--- config.mk ---
export PLATFORM = sky130hd
export DESIGN_NAME = pito_hart_ctrl
export DESIGN_NICKNAME = d
export VERILOG_FILES = /design/src/verilog/pito_pkg.sv /design/src/verilog/pito_hart_ctrl.sv
export VERILOG_INCLUDE_DIRS = /design/src /design/src/verilog
export SDC_FILE = /design/constraint.sdc
export NUM_CORES = 1
export LEC_CHECK = 0
export ABC_CLOCK_PERIOD_IN_PS = 2800
export BUFFER_PORTS_ARGS = -buffer_cell sky130_fd_sc_hd__clkbuf_2
export CORE_UTILIZATION = 40
export DETAILED_ROUTE_END_ITERATION = 8
export PLACE_DENSITY = 0.63
export SYNTH_ARGS = -nofsm -noshare
export SYNTH_HDL_FRONTEND = slang
export SYNTH_SLANG_ARGS = --single-unit
--- constraint.sdc ---
create_clock -name clk -period 2.8 [get_ports clk]
set_input_delay 0.28 -clock clk [delete_from_list [all_inputs] [get_ports clk]]
set_output_delay 0.28 -clock clk [all_outputs]
set_load 0.01 [all_outputs]
--- src/verilog/pito_defines.svh ---
`ifndef PITO_DEFINES_SVH
`define PITO_DEFINES_SVH

// ==============================
// barrel configuration
// ==============================
// one instruction per hart every NUM_HARTS cycles
// must stay >= pipeline depth (5), no forwarding in the core
`define PITO_NUM_HARTS 8
`define PITO_HART_BITS 3

// ==============================
// memories
// ==============================
// depths in 32-bit words
`define PITO_IMEM_WORDS     256
`define PITO_IMEM_ADDR_BITS 8
`define PITO_DMEM_WORDS     256
`define PITO_DMEM_ADDR_BITS 8

// byte address every hart starts from
`define PITO_RESET_ADDRESS 32'h0000_0000
// byte address of data word 0 for loads and stores
`define PITO_DMEM_OFFSET   32'h0000_0000

`endif

--- src/verilog/pito_pkg.sv ---
`include "pito_defines.svh"

package pito_pkg;

    // ==============================
    // widths
    // ==============================
    typedef logic [31:0] xlen_t;
    typedef logic [31:0] instr_t;
    // byte address, low two bits always zero
    typedef logic [31:0] pc_t;
    typedef logic [4:0]  reg_addr_t;
    typedef logic [`PITO_HART_BITS-1:0]      hart_id_t;
    // word addresses of the two memories
    typedef logic [`PITO_IMEM_ADDR_BITS-1:0] imem_addr_t;
    typedef logic [`PITO_DMEM_ADDR_BITS-1:0] dmem_addr_t;

    // ==============================
    // decoded instructions
    // ==============================
    // anything outside the subset decodes as OP_NOP
    typedef enum logic [4:0] {
        OP_NOP,
        // register forms
        OP_ADD, OP_SUB, OP_AND, OP_OR, OP_XOR,
        OP_SLT, OP_SLTU, OP_SLL, OP_SRL, OP_SRA,
        // immediate forms
        OP_ADDI, OP_ANDI, OP_ORI, OP_XORI, OP_SLTI,
        OP_SLLI, OP_SRLI, OP_SRAI,
        // upper immediate and word memory access
        OP_LUI, OP_LW, OP_SW,
        // control flow
        OP_BEQ, OP_BNE, OP_BLT, OP_BGE, OP_JAL
    } opcode_e;

    // shared alu operations
    typedef enum logic [3:0] {
        ALU_ADD, ALU_SUB, ALU_AND, ALU_OR, ALU_XOR,
        ALU_SLT, ALU_SLTU, ALU_SLL, ALU_SRL, ALU_SRA
    } alu_op_e;

endpackage

--- src/verilog/pito_hart_ctrl.sv ---
`timescale 1ns/1ps
`include "pito_defines.svh"

module pito_hart_ctrl import pito_pkg::*; (
    input  logic     clk,
    input  logic     rst_n,
    output pc_t      fetch_pc_o,
    output hart_id_t fetch_hart_o,
    input  hart_id_t wb_hart_i,
    input  opcode_e  wb_opcode_i,
    input  pc_t      wb_pc_i,
    input  xlen_t    wb_imm_i,
    input  xlen_t    wb_rs1_i,
    input  xlen_t    wb_rs2_i,
    output pc_t      link_pc_o
);

    hart_id_t   hart_cnt_q;
    pc_t        pc_q [`PITO_NUM_HARTS];
    // pipeline fill, bit 2 set once memory/write-back holds a real hart
    logic [2:0] fill_q;
    logic       taken;
    pc_t        next_pc;

    // ==============================
    // round robin hart counter
    // ==============================
    always_ff @(posedge clk) begin
        if (!rst_n) begin
            hart_cnt_q <= '0;
        end else if (hart_cnt_q == hart_id_t'(`PITO_NUM_HARTS - 1)) begin
            hart_cnt_q <= '0;
        end else begin
            hart_cnt_q <= hart_cnt_q + 1'b1;
        end
    end

    assign fetch_hart_o = hart_cnt_q;
    assign fetch_pc_o   = pc_q[hart_cnt_q];

    // ==============================
    // branch and jump decision
    // ==============================
    always_comb begin
        case (wb_opcode_i)
            OP_BEQ:  taken = (wb_rs1_i == wb_rs2_i);
            OP_BNE:  taken = (wb_rs1_i != wb_rs2_i);
            OP_BLT:  taken = ($signed(wb_rs1_i) < $signed(wb_rs2_i));
            OP_BGE:  taken = ($signed(wb_rs1_i) >= $signed(wb_rs2_i));
            OP_JAL:  taken = 1'b1;
            default: taken = 1'b0;
        endcase
    end

    // return address for jal, also the fall-through pc
    assign link_pc_o = wb_pc_i + 32'd4;
    assign next_pc   = taken ? (wb_pc_i + wb_imm_i) : link_pc_o;

    // ==============================
    // per hart pc
    // ==============================
    // hart in memory/write-back is fetched again 5 cycles later,
    // so the update is always in time
    always_ff @(posedge clk) begin
        if (!rst_n) begin
            fill_q <= '0;
            for (int h = 0; h < `PITO_NUM_HARTS; h++) begin
                pc_q[h] <= `PITO_RESET_ADDRESS;
            end
        end else begin
            fill_q <= {fill_q[1:0], 1'b1};
            if (fill_q[2]) begin
                pc_q[wb_hart_i] <= next_pc;
            end
        end
    end

endmodule

==> summary.txt <==
Status - finished clean
Synth Flop Type - edfxtp_1
Cell area after synthesis - 14700 µm²
Post-synth top area share - 52.2%
Logic pwr share - 21.1%
F_max - 375 MHz
Fillers - 3187
Vias/cell - 5.40
M2 GR Usage - 37.0%
Gpl congestion - 0.859
Leakage power - 7.61 nW
Routed wire length - 40500 µm
P_sw - 2.46 mW
Ys async rst share - 0%
Power share of the clock group - 32.2%
Average cell area after synthesis - 12.0 µm²
# diodes - 0
Commonest cells post-synth - nor2_1, edfxtp_1, ha_1
Netlist cell types - 68
Final hold vios - 0
Initial Utilization - 41.0%
CTS Buffer Depth - 3
GR Layer Usage met3 - 2.44%
CTS tree - built
Port bufs - 204
Hold-fix buffers at CTS - 0
Critical Path Start Type - input pin
WL/cell - 19.7 µm
Post-DP HPWL - 27800 µm
Worst EP required - 3030 ps
Clk sinks - 262
Ports - 205
Critical path fanouts, max - 8
Clock transition at path regs - 60 ps
Slew margin rel. - 58.6%
CTS HTree Levels - 1
Top cell type by total area after synthesis - edfxtp_1
CTS buffer count - 25
Final cycle utilization of the critical path - 95.3%
Die height - 194 µm
Internal Pwr Total - 7.08 mW
Largest net degree at the start of global routing - 34
P per Cell Area - 515 nW/µm²
Final setup viols - 0
Post-route minimum period - 2670 ps
Switching Share - 25.8%
First-pass GRT wire length - 62300 µm
Cells after synthesis - 1223
Die Footprint - 37600 µm²
Worst slack, placed - -435 ps
Main area contributors after synthesis - edfxtp_1, mux4_2, nor2_1
Die X - 194 µm
Final net count - 1783
Most common cell in the netlist - nor2_1
Reg power frac - 46.7%
CTS Root Cell - clkbuf_16
Grt ovf - 0
Core region area - 35900 µm²
Max cap viols - 0
Post-synth EDFFs - 256
Row Count - 69
Vias in the first global route - 11100
Via count - 11100
Depth of the most critical reg-to-reg path - 5
Hold path depth - 1
Class of the worst hold path - input pin to flip-flop
Sequential fraction of the synthesis area - 53.0%
Worst setup path class - input pin to flip-flop
Drt initial violations - 683
Final Power - 9.54 mW
Drt pass-1 iters - 5
Busiest grt layer - met2
Critical path arrival - 2900 ps
Seq. cell area - 7810 µm²
Slew at the pin closest to its max-slew limit - 616 ps
Peak supply drop - 386 µV
Syn_nets - 1428
Slew Viols, Final - 0
Max Clock Skew - 17.6 ps
GRT Total Usage - 21.4%
Global routing usage on met1 - 29.6%
CP Capture Type - flip-flop
Number of remaining DRC errors - 0
Synth warnings - 0
Initial antenna violation count - 0
Yosys reg bits - 262
Worst setup margin - 131 ps
Share of cells above drive strength 1 - 35.4%
Post-DRT Antenna Nets - 0
Multi-input gate area - 6670 µm²
Clk Latency, worst-skew pair - 510 ps
Area Growth Syn to Fin - 25.8%
==> final timing paths <==
path / start / end / slack (ps)
hold / removal: rst_n / fill_q[0] / 80
setup / recovery: wb_rs2_i[7] / pc_q[7][8] / 130
hold reg to reg: fill_q[1] / fill_q[2] / 440
setup reg to reg: fill_q[2] / pc_q[3][12] / 1000
==> worst max-delay path, stage by stage <==
cell	delay, ps
clkbuf_2	70
inv_1	30
ha_1	300
nand4_1	190
nor4_2	320
buf_4	150
a31oi_1	90
a31o_1	240
a211o_4	370
nand2_4	130
buf_12	150
mux2i_2	300
buf_4	200
nor2_1	50
==> state kept, by name (all words and copies together), names as in the netlist <==
name	flops
fetch_hart_o	3
pc_q	256
fill_q	3
==> cell type report <==
cell class	instances	share of cell area [%]
clock buffer	36	3.76
inverter	48	0.972
tap	461	3.11
clock inverter	8	0.209
timing repair buffer	387	13.8
multi-input combinational	854	36.0
sequential	262	42.2
==> layout by cell type, fill, tap and decap left out, drive strengths merged, types with 33 or more instances in the layout <==
cell type  synthesis  final
a21oi             54     54
mux4              64     64
nand2             54     54
nor2b             43     43
nand3             33     33
ha                66     66
buf               13    183
nor2             262    262
edfxtp           256    256
inv               48     48
clkbuf            46    240
xnor2             33     33
==> per-layer routing <==
layer	vias up	share of wire, %
li1	5250	-
met1	5395	44
met2	417	48
met3	44	6.8
met4	0	1.3
met5	-	0
==> power groups by stage <==
stage          logic, mW  registers (mW)  clock network, mW
4_1_cts             2.01            4.45               3.11
2_1_floorplan       1.12            4.51                  0
3_5_place_dp        2.00            4.54                  0
6_report            2.01            4.45               3.07
3_3_place_gp        1.98            4.53                  0
5_1_grt             2.18            4.46               3.23
==> metrics by stage <==
stage	cells	setup TNS [ps]	hold WS [ps]	utilization, %	area, µm²
2_1_floorplan	1223	-1400	308	-	14800
3_3_place_gp	2010	-75900	414	49.3	17700
3_5_place_dp	2010	-86880	424	49.3	17700
4_1_cts	2054	0	65.7	51.4	18500
5_1_grt	2056	-18.8	81.6	51.6	18500
6_report	2056	0	75.7	51.6	18500
==> kinds of logic (layout without fill, tap and decap cells) <==
family                     after synthesis  after routing  synth area share, %
buffers and inverters                  107            479                 2.85
AOI/OAI and AO/OA                      160            160                 7.71
adders and majority gates               67             67                 5.74
xor gates and xnor gates                47             47                 2.79
and+or+nand+nor                        462            462                 14.2
muxes                                  118            118                 13.8
DFF                                    262            262                 53.0
==> repair_timing <==
item	CTS	global route
buffers inserted	0	2
gates resized for setup	0	10
setup endpoints to repair	0	202
Note: power is estimated with default switching activity, not from simulation.
