--- src/verilog/pito_defines.svh ---
`ifndef PITO_DEFINES_SVH
`define PITO_DEFINES_SVH

// ==============================
// barrel configuration
// ==============================
// one instruction per hart every NUM_HARTS cycles
// must stay >= pipeline depth (5), no forwarding in the core
`define PITO_NUM_HARTS 8
`define PITO_HART_BITS 3

// ==============================
// memories
// ==============================
// depths in 32-bit words
`define PITO_IMEM_WORDS     256
`define PITO_IMEM_ADDR_BITS 8
`define PITO_DMEM_WORDS     256
`define PITO_DMEM_ADDR_BITS 8

// byte address every hart starts from
`define PITO_RESET_ADDRESS 32'h0000_0000
// byte address of data word 0 for loads and stores
`define PITO_DMEM_OFFSET   32'h0000_0000

`endif

--- src/verilog/pito_pkg.sv ---
`include "pito_defines.svh"

package pito_pkg;

    // ==============================
    // widths
    // ==============================
    typedef logic [31:0] xlen_t;
    typedef logic [31:0] instr_t;
    // byte address, low two bits always zero
    typedef logic [31:0] pc_t;
    typedef logic [4:0]  reg_addr_t;
    typedef logic [`PITO_HART_BITS-1:0]      hart_id_t;
    // word addresses of the two memories
    typedef logic [`PITO_IMEM_ADDR_BITS-1:0] imem_addr_t;
    typedef logic [`PITO_DMEM_ADDR_BITS-1:0] dmem_addr_t;

    // ==============================
    // decoded instructions
    // ==============================
    // anything outside the subset decodes as OP_NOP
    typedef enum logic [4:0] {
        OP_NOP,
        // register forms
        OP_ADD, OP_SUB, OP_AND, OP_OR, OP_XOR,
        OP_SLT, OP_SLTU, OP_SLL, OP_SRL, OP_SRA,
        // immediate forms
        OP_ADDI, OP_ANDI, OP_ORI, OP_XORI, OP_SLTI,
        OP_SLLI, OP_SRLI, OP_SRAI,
        // upper immediate and word memory access
        OP_LUI, OP_LW, OP_SW,
        // control flow
        OP_BEQ, OP_BNE, OP_BLT, OP_BGE, OP_JAL
    } opcode_e;

    // shared alu operations
    typedef enum logic [3:0] {
        ALU_ADD, ALU_SUB, ALU_AND, ALU_OR, ALU_XOR,
        ALU_SLT, ALU_SLTU, ALU_SLL, ALU_SRL, ALU_SRA
    } alu_op_e;

endpackage

--- src/verilog/pito_decoder.sv ---
`timescale 1ns/1ps

module pito_decoder import pito_pkg::*; (
    input  instr_t     instr_i,
    output reg_addr_t  rs1_o,
    output reg_addr_t  rs2_o,
    output reg_addr_t  rd_o,
    output xlen_t      imm_o,
    output logic [4:0] shamt_o,
    output opcode_e    opcode_o,
    output alu_op_e    alu_op_o
);

    // major opcodes of the kept subset
    localparam logic [6:0] OPC_OP     = 7'b0110011;
    localparam logic [6:0] OPC_OP_IMM = 7'b0010011;
    localparam logic [6:0] OPC_LUI    = 7'b0110111;
    localparam logic [6:0] OPC_LOAD   = 7'b0000011;
    localparam logic [6:0] OPC_STORE  = 7'b0100011;
    localparam logic [6:0] OPC_BRANCH = 7'b1100011;
    localparam logic [6:0] OPC_JAL    = 7'b1101111;

    logic [6:0] opc;
    logic [2:0] funct3;
    logic [6:0] funct7;
    logic       f7_legal;
    xlen_t      imm_i;
    xlen_t      imm_s;
    xlen_t      imm_b;
    xlen_t      imm_u;
    xlen_t      imm_j;

    assign opc    = instr_i[6:0];
    assign funct3 = instr_i[14:12];
    assign funct7 = instr_i[31:25];

    // register fields sit at fixed spots
    assign rs1_o   = instr_i[19:15];
    assign rs2_o   = instr_i[24:20];
    assign rd_o    = instr_i[11:7];
    assign shamt_o = instr_i[24:20];

    // all immediates sign extended from bit 31
    assign imm_i = {{20{instr_i[31]}}, instr_i[31:20]};
    assign imm_s = {{20{instr_i[31]}}, instr_i[31:25], instr_i[11:7]};
    assign imm_b = {{19{instr_i[31]}}, instr_i[31], instr_i[7], instr_i[30:25],
                    instr_i[11:8], 1'b0};
    assign imm_u = {instr_i[31:12], 12'd0};
    assign imm_j = {{11{instr_i[31]}}, instr_i[31], instr_i[19:12], instr_i[20],
                    instr_i[30:21], 1'b0};

    // funct7 is 0, or 0x20 on sub and the arithmetic shifts
    assign f7_legal = (funct7 == 7'b0000000) ||
                      ((funct7 == 7'b0100000) && ((funct3 == 3'b000) || (funct3 == 3'b101)));

    always_comb begin
        case (opc)
            OPC_STORE:  imm_o = imm_s;
            OPC_BRANCH: imm_o = imm_b;
            OPC_LUI:    imm_o = imm_u;
            OPC_JAL:    imm_o = imm_j;
            default:    imm_o = imm_i;
        endcase
    end

    // funct3 picks the alu op for register and immediate forms alike
    // loads and stores use add for the address
    always_comb begin
        alu_op_o = ALU_ADD;
        if ((opc == OPC_OP) || (opc == OPC_OP_IMM)) begin
            case (funct3)
                3'b000:  alu_op_o = ((opc == OPC_OP) && funct7[5]) ? ALU_SUB : ALU_ADD;
                3'b001:  alu_op_o = ALU_SLL;
                3'b010:  alu_op_o = ALU_SLT;
                3'b011:  alu_op_o = ALU_SLTU;
                3'b100:  alu_op_o = ALU_XOR;
                3'b101:  alu_op_o = funct7[5] ? ALU_SRA : ALU_SRL;
                3'b110:  alu_op_o = ALU_OR;
                default: alu_op_o = ALU_AND;
            endcase
        end
    end

    always_comb begin
        opcode_o = OP_NOP;
        case (opc)
            OPC_OP: begin
                if (f7_legal) begin
                    case (funct3)
                        3'b000:  opcode_o = funct7[5] ? OP_SUB : OP_ADD;
                        3'b001:  opcode_o = OP_SLL;
                        3'b010:  opcode_o = OP_SLT;
                        3'b011:  opcode_o = OP_SLTU;
                        3'b100:  opcode_o = OP_XOR;
                        3'b101:  opcode_o = funct7[5] ? OP_SRA : OP_SRL;
                        3'b110:  opcode_o = OP_OR;
                        default: opcode_o = OP_AND;
                    endcase
                end
            end
            OPC_OP_IMM: begin
                case (funct3)
                    3'b000:  opcode_o = OP_ADDI;
                    3'b010:  opcode_o = OP_SLTI;
                    3'b100:  opcode_o = OP_XORI;
                    3'b110:  opcode_o = OP_ORI;
                    3'b111:  opcode_o = OP_ANDI;
                    3'b001:  opcode_o = (funct7 == 7'b0000000) ? OP_SLLI : OP_NOP;
                    3'b101:  opcode_o = !f7_legal ? OP_NOP : (funct7[5] ? OP_SRAI : OP_SRLI);
                    // sltiu is not kept
                    default: opcode_o = OP_NOP;
                endcase
            end
            OPC_LUI:   opcode_o = OP_LUI;
            OPC_LOAD:  opcode_o = (funct3 == 3'b010) ? OP_LW : OP_NOP;
            OPC_STORE: opcode_o = (funct3 == 3'b010) ? OP_SW : OP_NOP;
            OPC_BRANCH: begin
                case (funct3)
                    3'b000:  opcode_o = OP_BEQ;
                    3'b001:  opcode_o = OP_BNE;
                    3'b100:  opcode_o = OP_BLT;
                    3'b101:  opcode_o = OP_BGE;
                    default: opcode_o = OP_NOP;
                endcase
            end
            OPC_JAL:   opcode_o = OP_JAL;
            default:   opcode_o = OP_NOP;
        endcase
    end

endmodule

--- config.mk ---
export PLATFORM = sky130hd
export DESIGN_NAME = pito_decoder
export DESIGN_NICKNAME = d
export VERILOG_FILES = /design/src/verilog/pito_pkg.sv /design/src/verilog/pito_decoder.sv
export VERILOG_INCLUDE_DIRS = /design/src /design/src/verilog
export SDC_FILE = /design/constraint.sdc
export NUM_CORES = 1
export LEC_CHECK = 0
export CAP_MARGIN = 20
export CORE_MARGIN = 2
export CORE_UTILIZATION = 60
export DETAILED_ROUTE_END_ITERATION = 16
export DONT_BUFFER_PORTS = 1
export PLACE_DENSITY = 0.81
export SKIP_LAST_GASP = 1
export SLEW_MARGIN = 10
export SYNTH_ARGS = -nofsm -noshare
export SYNTH_HDL_FRONTEND = slang
export SYNTH_SLANG_ARGS = --single-unit
--- constraint.sdc ---
create_clock -name vclk -period 3.52
set_clock_uncertainty 0.1 [all_clocks]
set_input_delay 0.352 -clock vclk [all_inputs]
set_output_delay 0.352 -clock vclk [all_outputs]
set_load 0.03 [all_outputs]
==> run_results.csv <==
group,metric,value,unit
timing,post-route-period-util,66.4,%
die,die_area,1860,um2
critical_path,crit_path_max_incr_delay,0.66,ns
yosys,synth.avg_cell_area,6.84,um2
die,io_pins,93,
yosys,ys_top_cells_by_area,"a21o_1 17%, buf_4 17%, nor2b_1 5.5%",
placed_design,port_buffers,0,
pwr,leakagePower,0.344,nW
die,fp-row-count,14,
layout,nets,140,
timing,hold_violations,0,
global_route,grt_pass1_vias,768,
worst_hold_path,hold_depth,0,
yosys,synth-simple-area-share,34.9,%
cts,post_cts_resized,0,
timing,final_max_slew_viol_count,0,
layout,fill_cells,153,
routing,drtIter0Drc,33,
placed_design,gp_congestion,0.879,
yosys,yosysWarnings,0,
routing,avgViaCountPerCell,7.30,
pwr,finalPower,94.0,uW
global_route,antenna_found_initial,0,
layout,syn2layout_area_growth,-17.5,%
global_route,grt_overflow_total,0,
yosys,synthMuxAreaShare,1.09,%
layout,design_area,757,um2
timing,relSlewSlack,37.6,%
routing,wl_per_cell,18.5,um
global_route,grt_use_met3,4.26,%
die,core,1470,um2
cts,post_cts_buffers,0,
timing,rsz0062_at_grt,"no",
global_route,grt_use_total,23.2,%
global_route,grt_max_degree,20,
worst_hold_path,hold_path_class,"in2out",
worst_hold_path,min_from,"instr_i[17]",
yosys,synthesis.area,917,um2
layout,clock_buffer_count,0,
yosys,synth-adder-area-share,0,%
layout,seqCellArea,0,um2
die,die_x,43.1,um
yosys,yosysTopAreaCellShare,17.2,%
critical_path,crit_chain,"or4_4 > nor3_4 > nand4b_2 > o2111ai_1",
yosys,synth_nets,166,
yosys,ys_types,44,
timing,setup_viol,0,
layout,num_antenna_cells,0,
die,fp.dieH,43.1,um
timing,tns,0,ns
critical_path,arrival,1.88,ns
pwr,powerDensity,124,nW/um2
worst_hold_path,hold_end,"rs1_o[2]",
yosys,synth_compound_area_share,38.7,%
layout,seq_cell_count,0,
routing,ant_nets,0,
routing,num_vias,890,
timing,max_freq,0.428,GHz
layout,final_common_cell,"a21o_1",
timing,worst_pin_slew,0.928,ns
yosys,synthCells,134,
critical_path,slowest_stage,"o2111ai_1",
global_route,busiest_layer,"met2",
routing,routed_wl,2260,um
yosys,synth_top_family_by_area,"compound AO/OA/AOI/OAI gates",
global_route,grt_use_met1,33.1,%
critical_path,worst-path-buf-inv,0,
placed_design,dpl-instance-area,757,um2
global_route,grtUsageMet2,38.5,%
timing,post-route-min-period,2.34,ns
die,initial_utilization,62.3,%
critical_path,worstPathMaxFanout,4,
routing,first_pass_iters,4,
critical_path,crit_family,"simple AND/OR/NAND/NOR gates",
placed_design,dp_hpwl,1790,um
yosys,synthXorXnorAreaFrac,1.91,%
layout,drive_gt1_share,13.2,%
global_route,grt_pass1_wl,3600,um
critical_path,critPathCaptureType,"output pin",
routing,drc_errors,0,
yosys,synth_top_area_cell,"a21o_1",
timing,whs,0.604,ns
critical_path,path_class,"in2out",
layout,multi_input_area,703,um2
critical_path,cp-start-kind,"primary input",
cts,ctsHoldBuffers,0,
status,status,"finished, final reports clean",
pwr,ir_drop,75.0,uV
flow_run,drv_cap,0,
critical_path,critPathRequiredTime,3.07,ns
yosys,yosysSeqAreaShare,0,%
layout,layout_common_cells,"21 x a21o_1, 8 x nor2b_1, 8 x nor2_1",
==> Yosys cell counts (2+ instances only) <==
cell type	count
a21o_1	21
buf_4	21
nor2_1	8
nor2b_1	8
a21oi_1	7
buf_2	6
o21ai_0	6
a22o_1	4
clkbuf_1	4
nand3_1	4
inv_1	3
nand2b_1	3
nor3_1	3
nand2_1	2
nand3b_1	2
nand4_1	2
o211ai_1	2
or3b_2	2
==> routing by layer <==
layer	vias up	wire length (um)
li1	423	-
met1	408	931
met2	59	1090
met3	0	239
met4	0	0
met5	-	0
==> power breakdown <==
group	switching [mW]	leakage (nW)	internal [mW]
Combinational	0.0686	0.344	0.0254
Sequential	0	0	0
Clock	0	0	0
Total	0.0686	0.344	0.0254
==> kinds of logic after synthesis <==
logic type,Yosys count
xor+xnor,2
buf+inv,34
compound gates,50
mux,1
simple gates,47
==> per-stage QoR <==
step | util, % | worst slack, ns | instances
after floorplan | - | 1.02 | 134
after global placement | 51.4 | 1.22 | 122
after detailed placement | 51.4 | 1.20 | 122
after CTS | 51.4 | 1.20 | 122
after global routing | 51.4 | 1.09 | 122
final | 51.4 | 1.18 | 122
==> cell type report <==
class / count / area share (%)
multi-input combinational: 100 / 92.9
timing repair buffer: 3 / 2.98
tap: 16 / 2.64
inverter: 3 / 1.49
==> worst max-delay path by stage <==
stage / cells past startpoint / from / end
after floorplan: 4 / instr_i[31] / opcode_o[1]
after global placement: 4 / instr_i[31] / opcode_o[2]
after detailed placement: 4 / instr_i[31] / opcode_o[2]
after CTS: 4 / instr_i[31] / opcode_o[2]
after global routing: 4 / instr_i[3] / imm_o[4]
final: 4 / instr_i[31] / opcode_o[2]
Power figures use the tool's default switching activity.
